===== src/tilemap_consts.svh =====
`ifndef TILEMAP_CONSTS_SVH
`define TILEMAP_CONSTS_SVH

// visible pixels per line
`define LINE_W 256

// pixel FIFO depth per layer, also the credits at line start
`define PIX_FIFO_DEPTH 4
`define CREDIT_W 3

// memory address widths
`define ROM_AW 15
`define SCAN_AW 10

// position and colour widths
`define XPOS_W 9
`define YPOS_W 8
`define PAL_W 4
`define COLOR_W 4
`define CODE_W 10

`endif


===== src/tilemap_pkg.sv =====
`include "tilemap_consts.svh"

package tilemap_pkg;

    typedef logic [`XPOS_W-1:0]  xpos_t;       // screen x, 0 to LINE_W-1 plus end marker
    typedef logic [`YPOS_W-1:0]  ypos_t;       // map y, wraps at 256
    typedef logic [`PAL_W-1:0]   pal_t;        // attribute bits 3..0
    typedef logic [`COLOR_W-1:0] color_t;      // 0 is transparent
    typedef logic [`CODE_W-1:0]  tile_code_t;  // attr[7:6] above code byte

    // layer, tile code, tile row, half-row
    typedef logic [`ROM_AW-1:0]  rom_addr_t;

    // map row above map column
    typedef logic [`SCAN_AW-1:0] scan_addr_t;

    // fetcher to mixer
    typedef struct packed {
        xpos_t  x;
        pal_t   pal;
        color_t color;
    } pixel_t;

    // line buffer entry
    typedef struct packed {
        pal_t   pal;
        color_t color;
    } mix_pix_t;

    typedef enum logic [2:0] {
        IDLE,
        SCAN,
        SCAN_WAIT,
        ROM_REQ,
        ROM_WAIT,
        DUMP,
        NEXT
    } fetch_st_e;

endpackage


===== src/pixel_fifo.sv =====
`timescale 1ns/1ps
`include "tilemap_consts.svh"

module pixel_fifo (
    input  logic                clk,
    input  logic                rst,
    input  logic                flush,
    input  logic                push,
    input  tilemap_pkg::pixel_t push_pix,
    input  logic                pop,
    output logic                empty,
    output tilemap_pkg::pixel_t head,
    output logic                credit
);

    localparam int DEPTH = `PIX_FIFO_DEPTH;
    localparam int AW = $clog2(DEPTH);
    localparam logic [AW:0] CNT_ONE = 1;

    tilemap_pkg::pixel_t mem [DEPTH];
    logic [AW-1:0]       wr_ptr;
    logic [AW-1:0]       rd_ptr;
    logic [AW:0]         count;
    logic                full;

    assign empty = (count == '0);
    assign full  = (count == DEPTH[AW:0]);
    assign head  = mem[rd_ptr];

    always_ff @(posedge clk) begin
        if (push && !flush) begin
            mem[wr_ptr] <= push_pix;
        end
    end

    always_ff @(posedge clk) begin
        if (rst || flush) begin
            wr_ptr <= '0;
            rd_ptr <= '0;
            count  <= '0;
            credit <= 1'b0;
        end else begin
            if (push) begin
                wr_ptr <= wr_ptr + 1'b1;  // wraps, depth is a power of two
            end
            if (pop) begin
                rd_ptr <= rd_ptr + 1'b1;
            end
            count  <= count + (push ? CNT_ONE : '0) - (pop ? CNT_ONE : '0);
            credit <= pop;  // one credit back per slot freed
        end
    end

    // the fetcher's credit count keeps it from overrunning
    no_push_full: assert property (
        @(posedge clk) disable iff (rst || flush)
        push |-> !full
    );

endmodule


===== src/line_buffer.sv =====
`timescale 1ns/1ps
`include "tilemap_consts.svh"

module line_buffer (
    input  logic                  clk,
    input  logic                  rst,
    input  logic                  swap,
    input  logic                  we,
    input  tilemap_pkg::xpos_t    wr_x,
    input  tilemap_pkg::mix_pix_t wr_pix,
    input  tilemap_pkg::xpos_t    rd_x,
    output tilemap_pkg::mix_pix_t rd_pix,
    output logic                  wr_bank
);

    localparam int XW = $clog2(`LINE_W);

    // bank bit above pixel index
    tilemap_pkg::mix_pix_t mem [2*`LINE_W];

    always_ff @(posedge clk) begin
        if (rst) begin
            wr_bank <= 1'b0;
        end else if (swap) begin
            wr_bank <= ~wr_bank;
        end
    end

    always_ff @(posedge clk) begin
        if (we) begin
            mem[{wr_bank, wr_x[XW-1:0]}] <= wr_pix;
        end
        rd_pix <= mem[{~wr_bank, rd_x[XW-1:0]}];  // display side, previous line
    end

    // a bank swap lands on a line start, when the mixer is idle
    no_write_on_swap: assert property (
        @(posedge clk) disable iff (rst)
        swap |-> !we
    );

endmodule


===== src/line_mixer.sv =====
`timescale 1ns/1ps
`include "tilemap_consts.svh"

module line_mixer (
    input  logic                  clk,
    input  logic                  rst,
    input  logic                  line_start,
    input  logic                  scroll_valid,
    input  tilemap_pkg::pixel_t   scroll_pix,
    input  logic                  char_valid,
    input  tilemap_pkg::pixel_t   char_pix,
    output logic                  scroll_credit,
    output logic                  char_credit,
    output logic                  we,
    output tilemap_pkg::xpos_t    wr_x,
    output tilemap_pkg::mix_pix_t wr_pix,
    output logic                  line_done
);

    localparam tilemap_pkg::xpos_t LAST_X = tilemap_pkg::xpos_t'(`LINE_W - 1);

    logic                scr_empty;
    logic                chr_empty;
    tilemap_pkg::pixel_t scr_head;
    tilemap_pkg::pixel_t chr_head;
    logic                pop;

    // both layers advance together, the slower one sets the pace
    assign pop = !scr_empty && !chr_empty && !line_start;

    pixel_fifo u_scr_fifo (
        .clk      (clk),
        .rst      (rst),
        .flush    (line_start),
        .push     (scroll_valid),
        .push_pix (scroll_pix),
        .pop      (pop),
        .empty    (scr_empty),
        .head     (scr_head),
        .credit   (scroll_credit)
    );

    pixel_fifo u_chr_fifo (
        .clk      (clk),
        .rst      (rst),
        .flush    (line_start),
        .push     (char_valid),
        .push_pix (char_pix),
        .pop      (pop),
        .empty    (chr_empty),
        .head     (chr_head),
        .credit   (char_credit)
    );

    assign we   = pop;
    assign wr_x = chr_head.x;

    // char on top, colour 0 lets the scroll layer through
    always_comb begin
        if (chr_head.color != '0) begin
            wr_pix.pal   = chr_head.pal;
            wr_pix.color = chr_head.color;
        end else begin
            wr_pix.pal   = scr_head.pal;
            wr_pix.color = scr_head.color;
        end
    end

    always_ff @(posedge clk) begin
        if (rst) begin
            line_done <= 1'b1;
        end else if (line_start) begin
            line_done <= 1'b0;
        end else if (pop && wr_x == LAST_X) begin
            line_done <= 1'b1;  // last pixel just written
        end
    end

    // both fetchers must stay in step pixel for pixel
    heads_aligned: assert property (
        @(posedge clk) disable iff (rst)
        pop |-> scr_head.x == chr_head.x
    );

endmodule


===== src/tile_layer_fetch.sv =====
`timescale 1ns/1ps
`include "tilemap_consts.svh"

module tile_layer_fetch #(
    parameter int LAYER_ID = 0  // 0 scroll, 1 char
) (
    input  logic                    clk,
    input  logic                    rst,
    input  logic                    line_start,
    input  tilemap_pkg::ypos_t      vrender,
    input  tilemap_pkg::xpos_t      scroll_x,
    input  tilemap_pkg::ypos_t      scroll_y,
    input  logic [7:0]              scan_code,
    input  logic [7:0]              scan_attr,
    input  logic                    rom_ok,
    input  logic [15:0]             rom_data,
    input  logic                    pix_credit,
    output tilemap_pkg::scan_addr_t scan_addr,
    output logic                    rom_cs,
    output tilemap_pkg::rom_addr_t  rom_addr,
    output logic                    pix_valid,
    output tilemap_pkg::pixel_t     pix
);

    localparam int CRED_INIT = `PIX_FIFO_DEPTH;
    localparam logic LAYER_BIT = LAYER_ID[0];
    localparam tilemap_pkg::xpos_t LAST_X = tilemap_pkg::xpos_t'(`LINE_W - 1);
    localparam tilemap_pkg::xpos_t END_X = tilemap_pkg::xpos_t'(`LINE_W);
    localparam logic [`CREDIT_W-1:0] CRED_ONE = 1;

    tilemap_pkg::fetch_st_e  st;
    logic [7:0]              mx;        // map x of the current 4-pixel group
    tilemap_pkg::ypos_t      my;        // map y for the whole line
    tilemap_pkg::xpos_t      sx;        // next screen x to send
    logic [1:0]              nib;       // nibble within the ROM word
    logic [15:0]             pxl_data;
    tilemap_pkg::tile_code_t code;
    tilemap_pkg::pal_t       pal;
    logic [`CREDIT_W-1:0]    credits;
    logic                    send;
    logic [7:0]              mx_start;
    tilemap_pkg::ypos_t      my_start;

    // the char layer does not scroll
    assign mx_start = (LAYER_ID == 0) ? scroll_x[7:0] : 8'd0;
    assign my_start = (LAYER_ID == 0) ? vrender + scroll_y : vrender;

    assign scan_addr = {my[7:3], mx[7:3]};
    assign rom_addr  = {LAYER_BIT, code, my[2:0], mx[2]};

    assign send = (st == tilemap_pkg::DUMP) && (credits != '0);

    always_ff @(posedge clk) begin
        if (rst) begin
            st        <= tilemap_pkg::IDLE;
            rom_cs    <= 1'b0;
            pix_valid <= 1'b0;
            credits   <= CRED_INIT[`CREDIT_W-1:0];
        end else if (line_start) begin
            // also aborts an unfinished line
            st        <= tilemap_pkg::SCAN;
            rom_cs    <= 1'b0;
            pix_valid <= 1'b0;
            credits   <= CRED_INIT[`CREDIT_W-1:0];
            mx        <= mx_start;
            my        <= my_start;
            sx        <= '0;
        end else begin
            credits   <= credits + (pix_credit ? CRED_ONE : '0) - (send ? CRED_ONE : '0);
            pix_valid <= send;
            case (st)
                tilemap_pkg::IDLE: ;  // line finished
                tilemap_pkg::SCAN: begin
                    st <= tilemap_pkg::SCAN_WAIT;  // scan_addr presented
                end
                tilemap_pkg::SCAN_WAIT: begin
                    code <= {scan_attr[7:6], scan_code};
                    pal  <= scan_attr[3:0];
                    st   <= tilemap_pkg::ROM_REQ;
                end
                tilemap_pkg::ROM_REQ: begin
                    rom_cs <= 1'b1;
                    st     <= tilemap_pkg::ROM_WAIT;
                end
                tilemap_pkg::ROM_WAIT: begin
                    if (rom_ok) begin
                        pxl_data <= rom_data;
                        rom_cs   <= 1'b0;
                        nib      <= mx[1:0];  // skips leading nibbles on a fine scroll
                        st       <= tilemap_pkg::DUMP;
                    end
                end
                tilemap_pkg::DUMP: begin
                    // stalls here while out of credits
                    if (send) begin
                        pix.x     <= sx;
                        pix.pal   <= pal;
                        pix.color <= pxl_data[{~nib, 2'b00} +: 4];  // left pixel in MSBs
                        sx        <= sx + 1'b1;
                        nib       <= nib + 1'b1;
                        if (nib == 2'd3 || sx == LAST_X) begin
                            st <= tilemap_pkg::NEXT;
                        end
                    end
                end
                tilemap_pkg::NEXT: begin
                    if (sx == END_X) begin
                        st <= tilemap_pkg::IDLE;
                    end else begin
                        mx <= {mx[7:2] + 6'd1, 2'b00};
                        // second half of a tile reuses the scan entry
                        st <= mx[2] ? tilemap_pkg::SCAN : tilemap_pkg::ROM_REQ;
                    end
                end
                default: st <= tilemap_pkg::IDLE;
            endcase
        end
    end

    // ROM request must hold its address until the data comes back
    rom_addr_hold: assert property (
        @(posedge clk) disable iff (rst || line_start)
        rom_cs && !rom_ok |=> $stable(rom_addr)
    );

    // credits returned by the mixer never outnumber its FIFO slots
    credit_bound: assert property (
        @(posedge clk) disable iff (rst || line_start)
        credits <= CRED_INIT[`CREDIT_W-1:0]
    );

endmodule


===== src/tilemap_gfx.sv =====
`timescale 1ns/1ps

module tilemap_gfx (
    input  logic                    clk,
    input  logic                    rst,
    input  logic                    lhbl,
    input  logic                    lvbl,
    input  tilemap_pkg::ypos_t      vrender,
    input  tilemap_pkg::xpos_t      scroll_x,
    input  tilemap_pkg::ypos_t      scroll_y,
    // scroll layer memories
    output tilemap_pkg::scan_addr_t scr_scan_addr,
    input  logic [7:0]              scr_scan_code,
    input  logic [7:0]              scr_scan_attr,
    output logic                    scr_rom_cs,
    output tilemap_pkg::rom_addr_t  scr_rom_addr,
    input  logic                    scr_rom_ok,
    input  logic [15:0]             scr_rom_data,
    // char layer memories
    output tilemap_pkg::scan_addr_t chr_scan_addr,
    input  logic [7:0]              chr_scan_code,
    input  logic [7:0]              chr_scan_attr,
    output logic                    chr_rom_cs,
    output tilemap_pkg::rom_addr_t  chr_rom_addr,
    input  logic                    chr_rom_ok,
    input  logic [15:0]             chr_rom_data,
    // display side
    input  tilemap_pkg::xpos_t      rd_x,
    output tilemap_pkg::mix_pix_t   rd_pix,
    output logic                    line_done
);

    logic                  last_lhbl;
    logic                  line_start;
    logic                  scr_valid;
    tilemap_pkg::pixel_t   scr_pix;
    logic                  scr_credit;
    logic                  chr_valid;
    tilemap_pkg::pixel_t   chr_pix;
    logic                  chr_credit;
    logic                  mix_we;
    tilemap_pkg::xpos_t    mix_x;
    tilemap_pkg::mix_pix_t mix_pix;

    // rising lhbl inside the active frame starts a line
    always_ff @(posedge clk) begin
        last_lhbl <= lhbl;  // previous lhbl for the edge detect
        if (rst) begin
            line_start <= 1'b0;
        end else begin
            line_start <= lhbl && !last_lhbl && lvbl;
        end
    end

    tile_layer_fetch #(.LAYER_ID(0)) u_scr_fetch (
        .clk        (clk),
        .rst        (rst),
        .line_start (line_start),
        .vrender    (vrender),
        .scroll_x   (scroll_x),
        .scroll_y   (scroll_y),
        .scan_code  (scr_scan_code),
        .scan_attr  (scr_scan_attr),
        .rom_ok     (scr_rom_ok),
        .rom_data   (scr_rom_data),
        .pix_credit (scr_credit),
        .scan_addr  (scr_scan_addr),
        .rom_cs     (scr_rom_cs),
        .rom_addr   (scr_rom_addr),
        .pix_valid  (scr_valid),
        .pix        (scr_pix)
    );

    // char layer ignores the scroll inputs
    tile_layer_fetch #(.LAYER_ID(1)) u_chr_fetch (
        .clk        (clk),
        .rst        (rst),
        .line_start (line_start),
        .vrender    (vrender),
        .scroll_x   (scroll_x),
        .scroll_y   (scroll_y),
        .scan_code  (chr_scan_code),
        .scan_attr  (chr_scan_attr),
        .rom_ok     (chr_rom_ok),
        .rom_data   (chr_rom_data),
        .pix_credit (chr_credit),
        .scan_addr  (chr_scan_addr),
        .rom_cs     (chr_rom_cs),
        .rom_addr   (chr_rom_addr),
        .pix_valid  (chr_valid),
        .pix        (chr_pix)
    );

    line_mixer u_mixer (
        .clk           (clk),
        .rst           (rst),
        .line_start    (line_start),
        .scroll_valid  (scr_valid),
        .scroll_pix    (scr_pix),
        .char_valid    (chr_valid),
        .char_pix      (chr_pix),
        .scroll_credit (scr_credit),
        .char_credit   (chr_credit),
        .we            (mix_we),
        .wr_x          (mix_x),
        .wr_pix        (mix_pix),
        .line_done     (line_done)
    );

    line_buffer u_line_buffer (
        .clk     (clk),
        .rst     (rst),
        .swap    (line_start),
        .we      (mix_we),
        .wr_x    (mix_x),
        .wr_pix  (mix_pix),
        .rd_x    (rd_x),
        .rd_pix  (rd_pix),
        .wr_bank ()
    );

endmodule


===== config.mk =====
export PLATFORM = sky130hd
export DESIGN_NAME = tilemap_gfx
export DESIGN_NICKNAME = d
export VERILOG_FILES = /design/src/tilemap_pkg.sv /design/src/pixel_fifo.sv /design/src/line_buffer.sv /design/src/line_mixer.sv /design/src/tile_layer_fetch.sv /design/src/tilemap_gfx.sv
export VERILOG_INCLUDE_DIRS = /design/src
export SDC_FILE = /design/constraint.sdc
export NUM_CORES = 2
export LEC_CHECK = 0
export BUFFER_PORTS_ARGS = -buffer_cell sky130_fd_sc_hd__buf_2
export CORE_UTILIZATION = 35
export DETAILED_ROUTE_END_ITERATION = 8
export HOLD_SLACK_MARGIN = 0.02
export SKIP_CTS_REPAIR_TIMING = 1
export SLEW_MARGIN = 10
export SYNTH_ARGS = -nofsm -noshare
export SYNTH_HDL_FRONTEND = slang
export SYNTH_MEMORY_MAX_BITS = 65536
export SYNTH_SLANG_ARGS = --single-unit
export TNS_END_PERCENT = 5

===== constraint.sdc =====
create_clock -name clk -period 8.6 [get_ports clk]
set_clock_uncertainty 0.05 [all_clocks]
set_input_delay 1.72 -clock clk [delete_from_list [all_inputs] [get_ports clk]]
set_output_delay 1.72 -clock clk [all_outputs]
set_load 0.01 [all_outputs]

# Word level (Yosys, flattened, before mapping)
# Memories as Yosys holds them, arrays and structs flattened. A register that Yosys moved wholly into a read port is not among the register bits.
# Index checks and enable logic that the tools add are counted.
[word_totals] register_bits=183 ram_bits=4232 input_bits=104 out_inout_bits=61 wordCells=213 mem_count=3
[op_classes] add_sub_neg=19 n_eq_ne=35 shifts=2 mux=52 bitwise=7 reduce_logical=54
[memory_table] name="u_line_buffer.mem" depth=512 width=8 read_ports=1 rd_clocked_by_memory_dff=1 wr=1 line_no="line_buffer.sv:19" source="tilemap_pkg::mix_pix_t mem [2*`LINE_W];"
[memory_table] name="u_mixer.u_chr_fifo.mem" depth=4 width=17 read_ports=1 rd_clocked_by_memory_dff=1 wr=1 line_no="pixel_fifo.sv:20" source="tilemap_pkg::pixel_t mem [DEPTH];"
[memory_table] name="u_mixer.u_scr_fifo.mem" depth=4 width=17 read_ports=1 rd_clocked_by_memory_dff=1 wr=1 line_no="pixel_fifo.sv:20"
[ops] operator="8-bit two-way mux" n=6
[ops] operator="3-bit one-hot mux with 7 select lines" n=2
[ops] operator="9-bit two-way mux" n=4
[ops] operator="4-bit AND reduction" n=8
[ops] operator="16-bit by 5-bit indexed part select with 4-bit output" n=2
[ops] operator="9-bit by 8-bit == test with 1-bit output, second input constant" n=3
[ops] operator="3-bit two-way mux" n=8
[ops] operator="2-bit nonzero test" n=11
[ops] operator="2-bit two-way mux" n=10
[ops] operator="9-bit by 1-bit adder with 9-bit output, second input constant" n=2
[ops] operator="3-bit == test, second input constant" n=6
[ops] operator="9-bit == test, second input constant" n=2
[ops] operator="1-bit two-way mux" n=18
[ops] operator="3-bit AND reduction" n=6
[ops] operator="2-bit inequality test, second input constant" n=8
[ops] operator="2-bit by 1-bit adder with 2-bit output, second input constant" n=6
[ops] operator="6-bit by 1-bit adder with 6-bit output, second input constant" n=2
[ops] operator="3-bit by 2-bit == test with 1-bit output, second input constant" n=4
[ops] operator="3-bit zero test" n=4
[ops] operator="3-bit inequality test, second input constant" n=4
[ops] operator="5-bit AND reduction" n=2
[ops] operator="3-bit by 1-bit adder with 3-bit output" n=3
[ops] operator="1-bit logical AND" n=9
[ops] operator="8-bit adder" n=1
[ops] operator="17 further kinds" n=38

# Depth between registers and ports, before layout
[logic_depth] depth_word=7 ltp_mapped=13 ltp_nobuf=11

# Modules after synthesis
# Synthesis repeated with hierarchy kept, for this count alone.
[unflattened] cells_unflattened=8716 hier_area_um2=173655.3
[modules_own_cells] module="line_buffer" instances=1 cells_per_inst=7983 area_each_um2=160918.1 seq_area_each_um2=123178.1
[modules_own_cells] module="pixel_fifo" instances=2 cells_per_inst=136 area_each_um2=2962.8 seq_area_each_um2=2242.2
[modules_own_cells] module="tile_layer_fetch (u_scr_fetch)" instances=1 cells_per_inst=244 area_each_um2=3507.1 seq_area_each_um2=2382.3
[modules_own_cells] module="tile_layer_fetch (u_chr_fetch)" instances=1 cells_per_inst=197 area_each_um2=3091.7 seq_area_each_um2=2322.2
[modules_own_cells] module="line_mixer" instances=1 cells_per_inst=17 area_each_um2=160.2 seq_area_each_um2=20.0
[modules_own_cells] module="tilemap_gfx" instances=1 cells_per_inst=3 area_each_um2=52.6 seq_area_each_um2=40.0

# Worst setup path before layout
# Ideal clock, no wire load.
[synth_path] kind="reg2reg" startpoint="reg (tool-made name)" endpoint="mem u_line_buffer.mem[0][0] in the netlist's numbering, data pin" setup_time_ns=1.388 arrival_ns=7.660 required_ns=7.162 path_slack_ns=-0.498 path_stages_with_launch=6 path_buffers=2 synth_period_minus_slack_ns=9.098 path_cell_list="dfxtp_1 > buf_2 > buf_2 > mux4_2 > nor4_4 > a21o_1"
[synth_lines] item="end, declared" line_no="line_buffer.sv:19"

==> metrics.csv <==
metric;value;unit
Finish-stage setup viols;0;
run status;complete, no violations;
VDD IR max;160;uV
P_leak;60.1;nW
final period utilization;0.584;
HP Class;reg2reg;
critical path data required time;9.41;ns
Max Freq;199;MHz
Slew HR;0.0941;
sequential area share after synthesis;0.766;
Final Power;43.3;mW
EDFF count, synth;4333;
Crit path buffers/inverters;3;
Async S/R FF share, synth;0;
clock network power share;0.430;
DP Wirelength;254;mm
clock sink total;4380;
Slew Viols, Final;0;
Synth top cells by count;4333 x edfxtp_1, 774 x mux2i_1, 685 x mux4_2;
fillers;42600;
GRT Overall Usage;0.168;
top-area cell type share of the netlist area;0.760;
RSZ-0062 raised after global routing;false;
Initial Util;0.352;
DP Area;179000;um^2
Setup crit end kind;flip-flop;
CP delay by family, top;simple AND/OR/NAND/NOR gates;
P&R area growth vs syn;12.5;%
critical path cell sequence;buf_12, buf_12, buf_4, mux2i_1, o221ai_1, o2bb2ai_1, nand2_1, nand4_1, nand4_1, and3_1;
largest net degree at the start of global routing;188;
die area;492000;um^2
minimum clock period;5.03;ns
Clock transition at path regs;0.07;ns
Synth cell types;74;
WL/cell;27.2;um
# port buffers;156;
Netlist Area Pre-Place;171000;um^2
syn_area_per_cell;19.8;um^2
synthesized flop and latch total;4380;
part of the power in combinational logic;0.036;
# IOs;165;
Clock H-tree levels;5;
initial antenna violation count;29;
Clk Latency, worst-skew pair;1.02;ns
max cap viols;0;
layout cell share with drive strength beyond 1;0.182;
Slew @ Worst Pin;1.36;ns
routed vias;85200;
Flop pwr share;0.534;
CP peak stage delay;0.60;ns
Finished Cell Area;192000;um^2
CTS tree;yes;
final std cells w/o fill;15600;
Antenna Violating Nets Remaining;0;
row count;256;
switching part of the total;0.207;
core area;487000;um^2
Setup Crit Path Kind;in2reg;
DR pass1 iterations;6;
Synth Flop Type;edfxtp_1;
YS warnings;0;
CP Launch Type;input pin;
vias in the first global route;85700;
CTS Buffer Depth;4;
RePlAce Congestion;0.866;
initial drt markers;8972;
Die Span X;701;um
TritonCTS Buffers;423;
top cells by area, synth;edfxtp_1 76%, mux4_2 9.0%, mux2i_1 4.5%;
net switching power;8.97;mW
Routed WL;426;mm
DIE HEIGHT;701;um
most common cell in the netlist;edfxtp_1;
PD cells;225;nW/um^2
Avg Vias per Cell;5.44;
hold_ws;0.330;ns
CTS root buffer;clkbuf_16;
syn nets;8776;
Syn Inst Count;8634;
layout net count;8969;
Final Hold Viols;0;
crit path DAT;5.83;ns
Max Fanout on Critical Path;80;
setup_tns;0;ns
# DRC;0;
global-route wire length before repair;611;mm
GRT Residual Overflow;0;
most area-hungry cell type in the Yosys netlist;edfxtp_1;
slowest CP cell;nand4_1;
placed cells;14900;
Pint;34.3;mW
[power groups by stage]
stage	Combinational, mW	Sequential [mW]	Clock (mW)
after CTS	1.56	23.1	18.9
after global placement	1.55	23.6	0
final	1.56	23.1	18.6
after floorplan	1.07	23.6	0
after global routing	1.64	23.1	19.6
after detailed placement	1.56	23.6	0
[cells in the final DEF (no fill, tap or decap), types with 108 or more instances in the layout]
cell type / synthesis / routed
a21oi_1: 204 / 204
buf_2: 87 / 152
clkbuf_16: 0 / 429
edfxtp_1: 4333 / 4333
mux2i_1: 774 / 774
mux4_2: 685 / 685
nand2_1: 146 / 130
nor2_1: 668 / 666
o21ai_0: 108 / 108
o221ai_1: 331 / 331
o22ai_1: 212 / 212
[cell type report]
cell class | instances | area (um^2) | share of cell area
antenna | 10 | 25.0 | 0.000130
clock buffer | 506 | 11000 | 0.0574
clock inverter | 275 | 2750 | 0.0143
inverter | 40 | 163 | 0.000845
multi-input combinational | 3680 | 36900 | 0.192
sequential | 4380 | 131000 | 0.681
tap | 6450 | 8070 | 0.0419
timing repair buffer | 302 | 2450 | 0.0127
[registers in the layout, indices dropped and copies added (netlist names), 10 cells and up, named ones only]
name / flops
u_line_buffer.mem: 4096
u_mixer.u_chr_fifo.mem: 68
u_mixer.u_scr_fifo.mem: 32
u_chr_fetch.pix: 17
u_chr_fetch.pxl_data: 16
u_scr_fetch.pxl_data: 16
u_chr_fetch.code: 10
u_scr_fetch.code: 10
[per-layer routing]
| metal | GRT usage | part of all wire |
|---|---|---|
| met3 | 0.0283 | 0.076 |
| met5 | 0 | 0.000021 |
| met2 | 0.282 | 0.49 |
| met4 | 0.0511 | 0.033 |
| met1 | 0.224 | 0.40 |
[stage by stage]
step | setup WS, ns | util
after CTS | 3.66 | 0.395
after global placement | 2.64 | 0.367
after global routing | 3.61 | 0.396
after detailed placement | 2.61 | 0.367
after floorplan | 2.18 | -
final | 3.57 | 0.396
[kinds of logic (layout without fill, tap and decap cells)]
kind of cell	count (synthesis)	after routing	synth area share
flip-flops	4380	4380	0.766
multiplexers	1483	1483	0.138
AND/OR/NAND/NOR	1065	1065	0.0268
AO/OA/AOI/OAI	1052	1052	0.0434
buffers and inverters	574	1123	0.0204
XOR/XNOR	40	40	0.00205
adder cells (fa/ha/maj)	38	38	0.00300
other	2	12	0.0000439
[path summary, 6_finish.rpt]
check             slack [ns]                                  to  cells past startpoint         startpoint
setup / recovery        3.57     u_line_buffer.rd_pix[0]$_DFF_P_                     10            rd_x[0]
hold / removal          0.33               line_start$_SDFF_PP0_                      1  last_lhbl$_DFF_P_
setup reg to reg        3.72  u_line_buffer.mem[96][5]$_DFFE_PP_                      5          flip-flop
hold reg to reg         0.33               line_start$_SDFF_PP0_                      1  last_lhbl$_DFF_P_
Note: power is estimated with default switching activity, not from simulation.
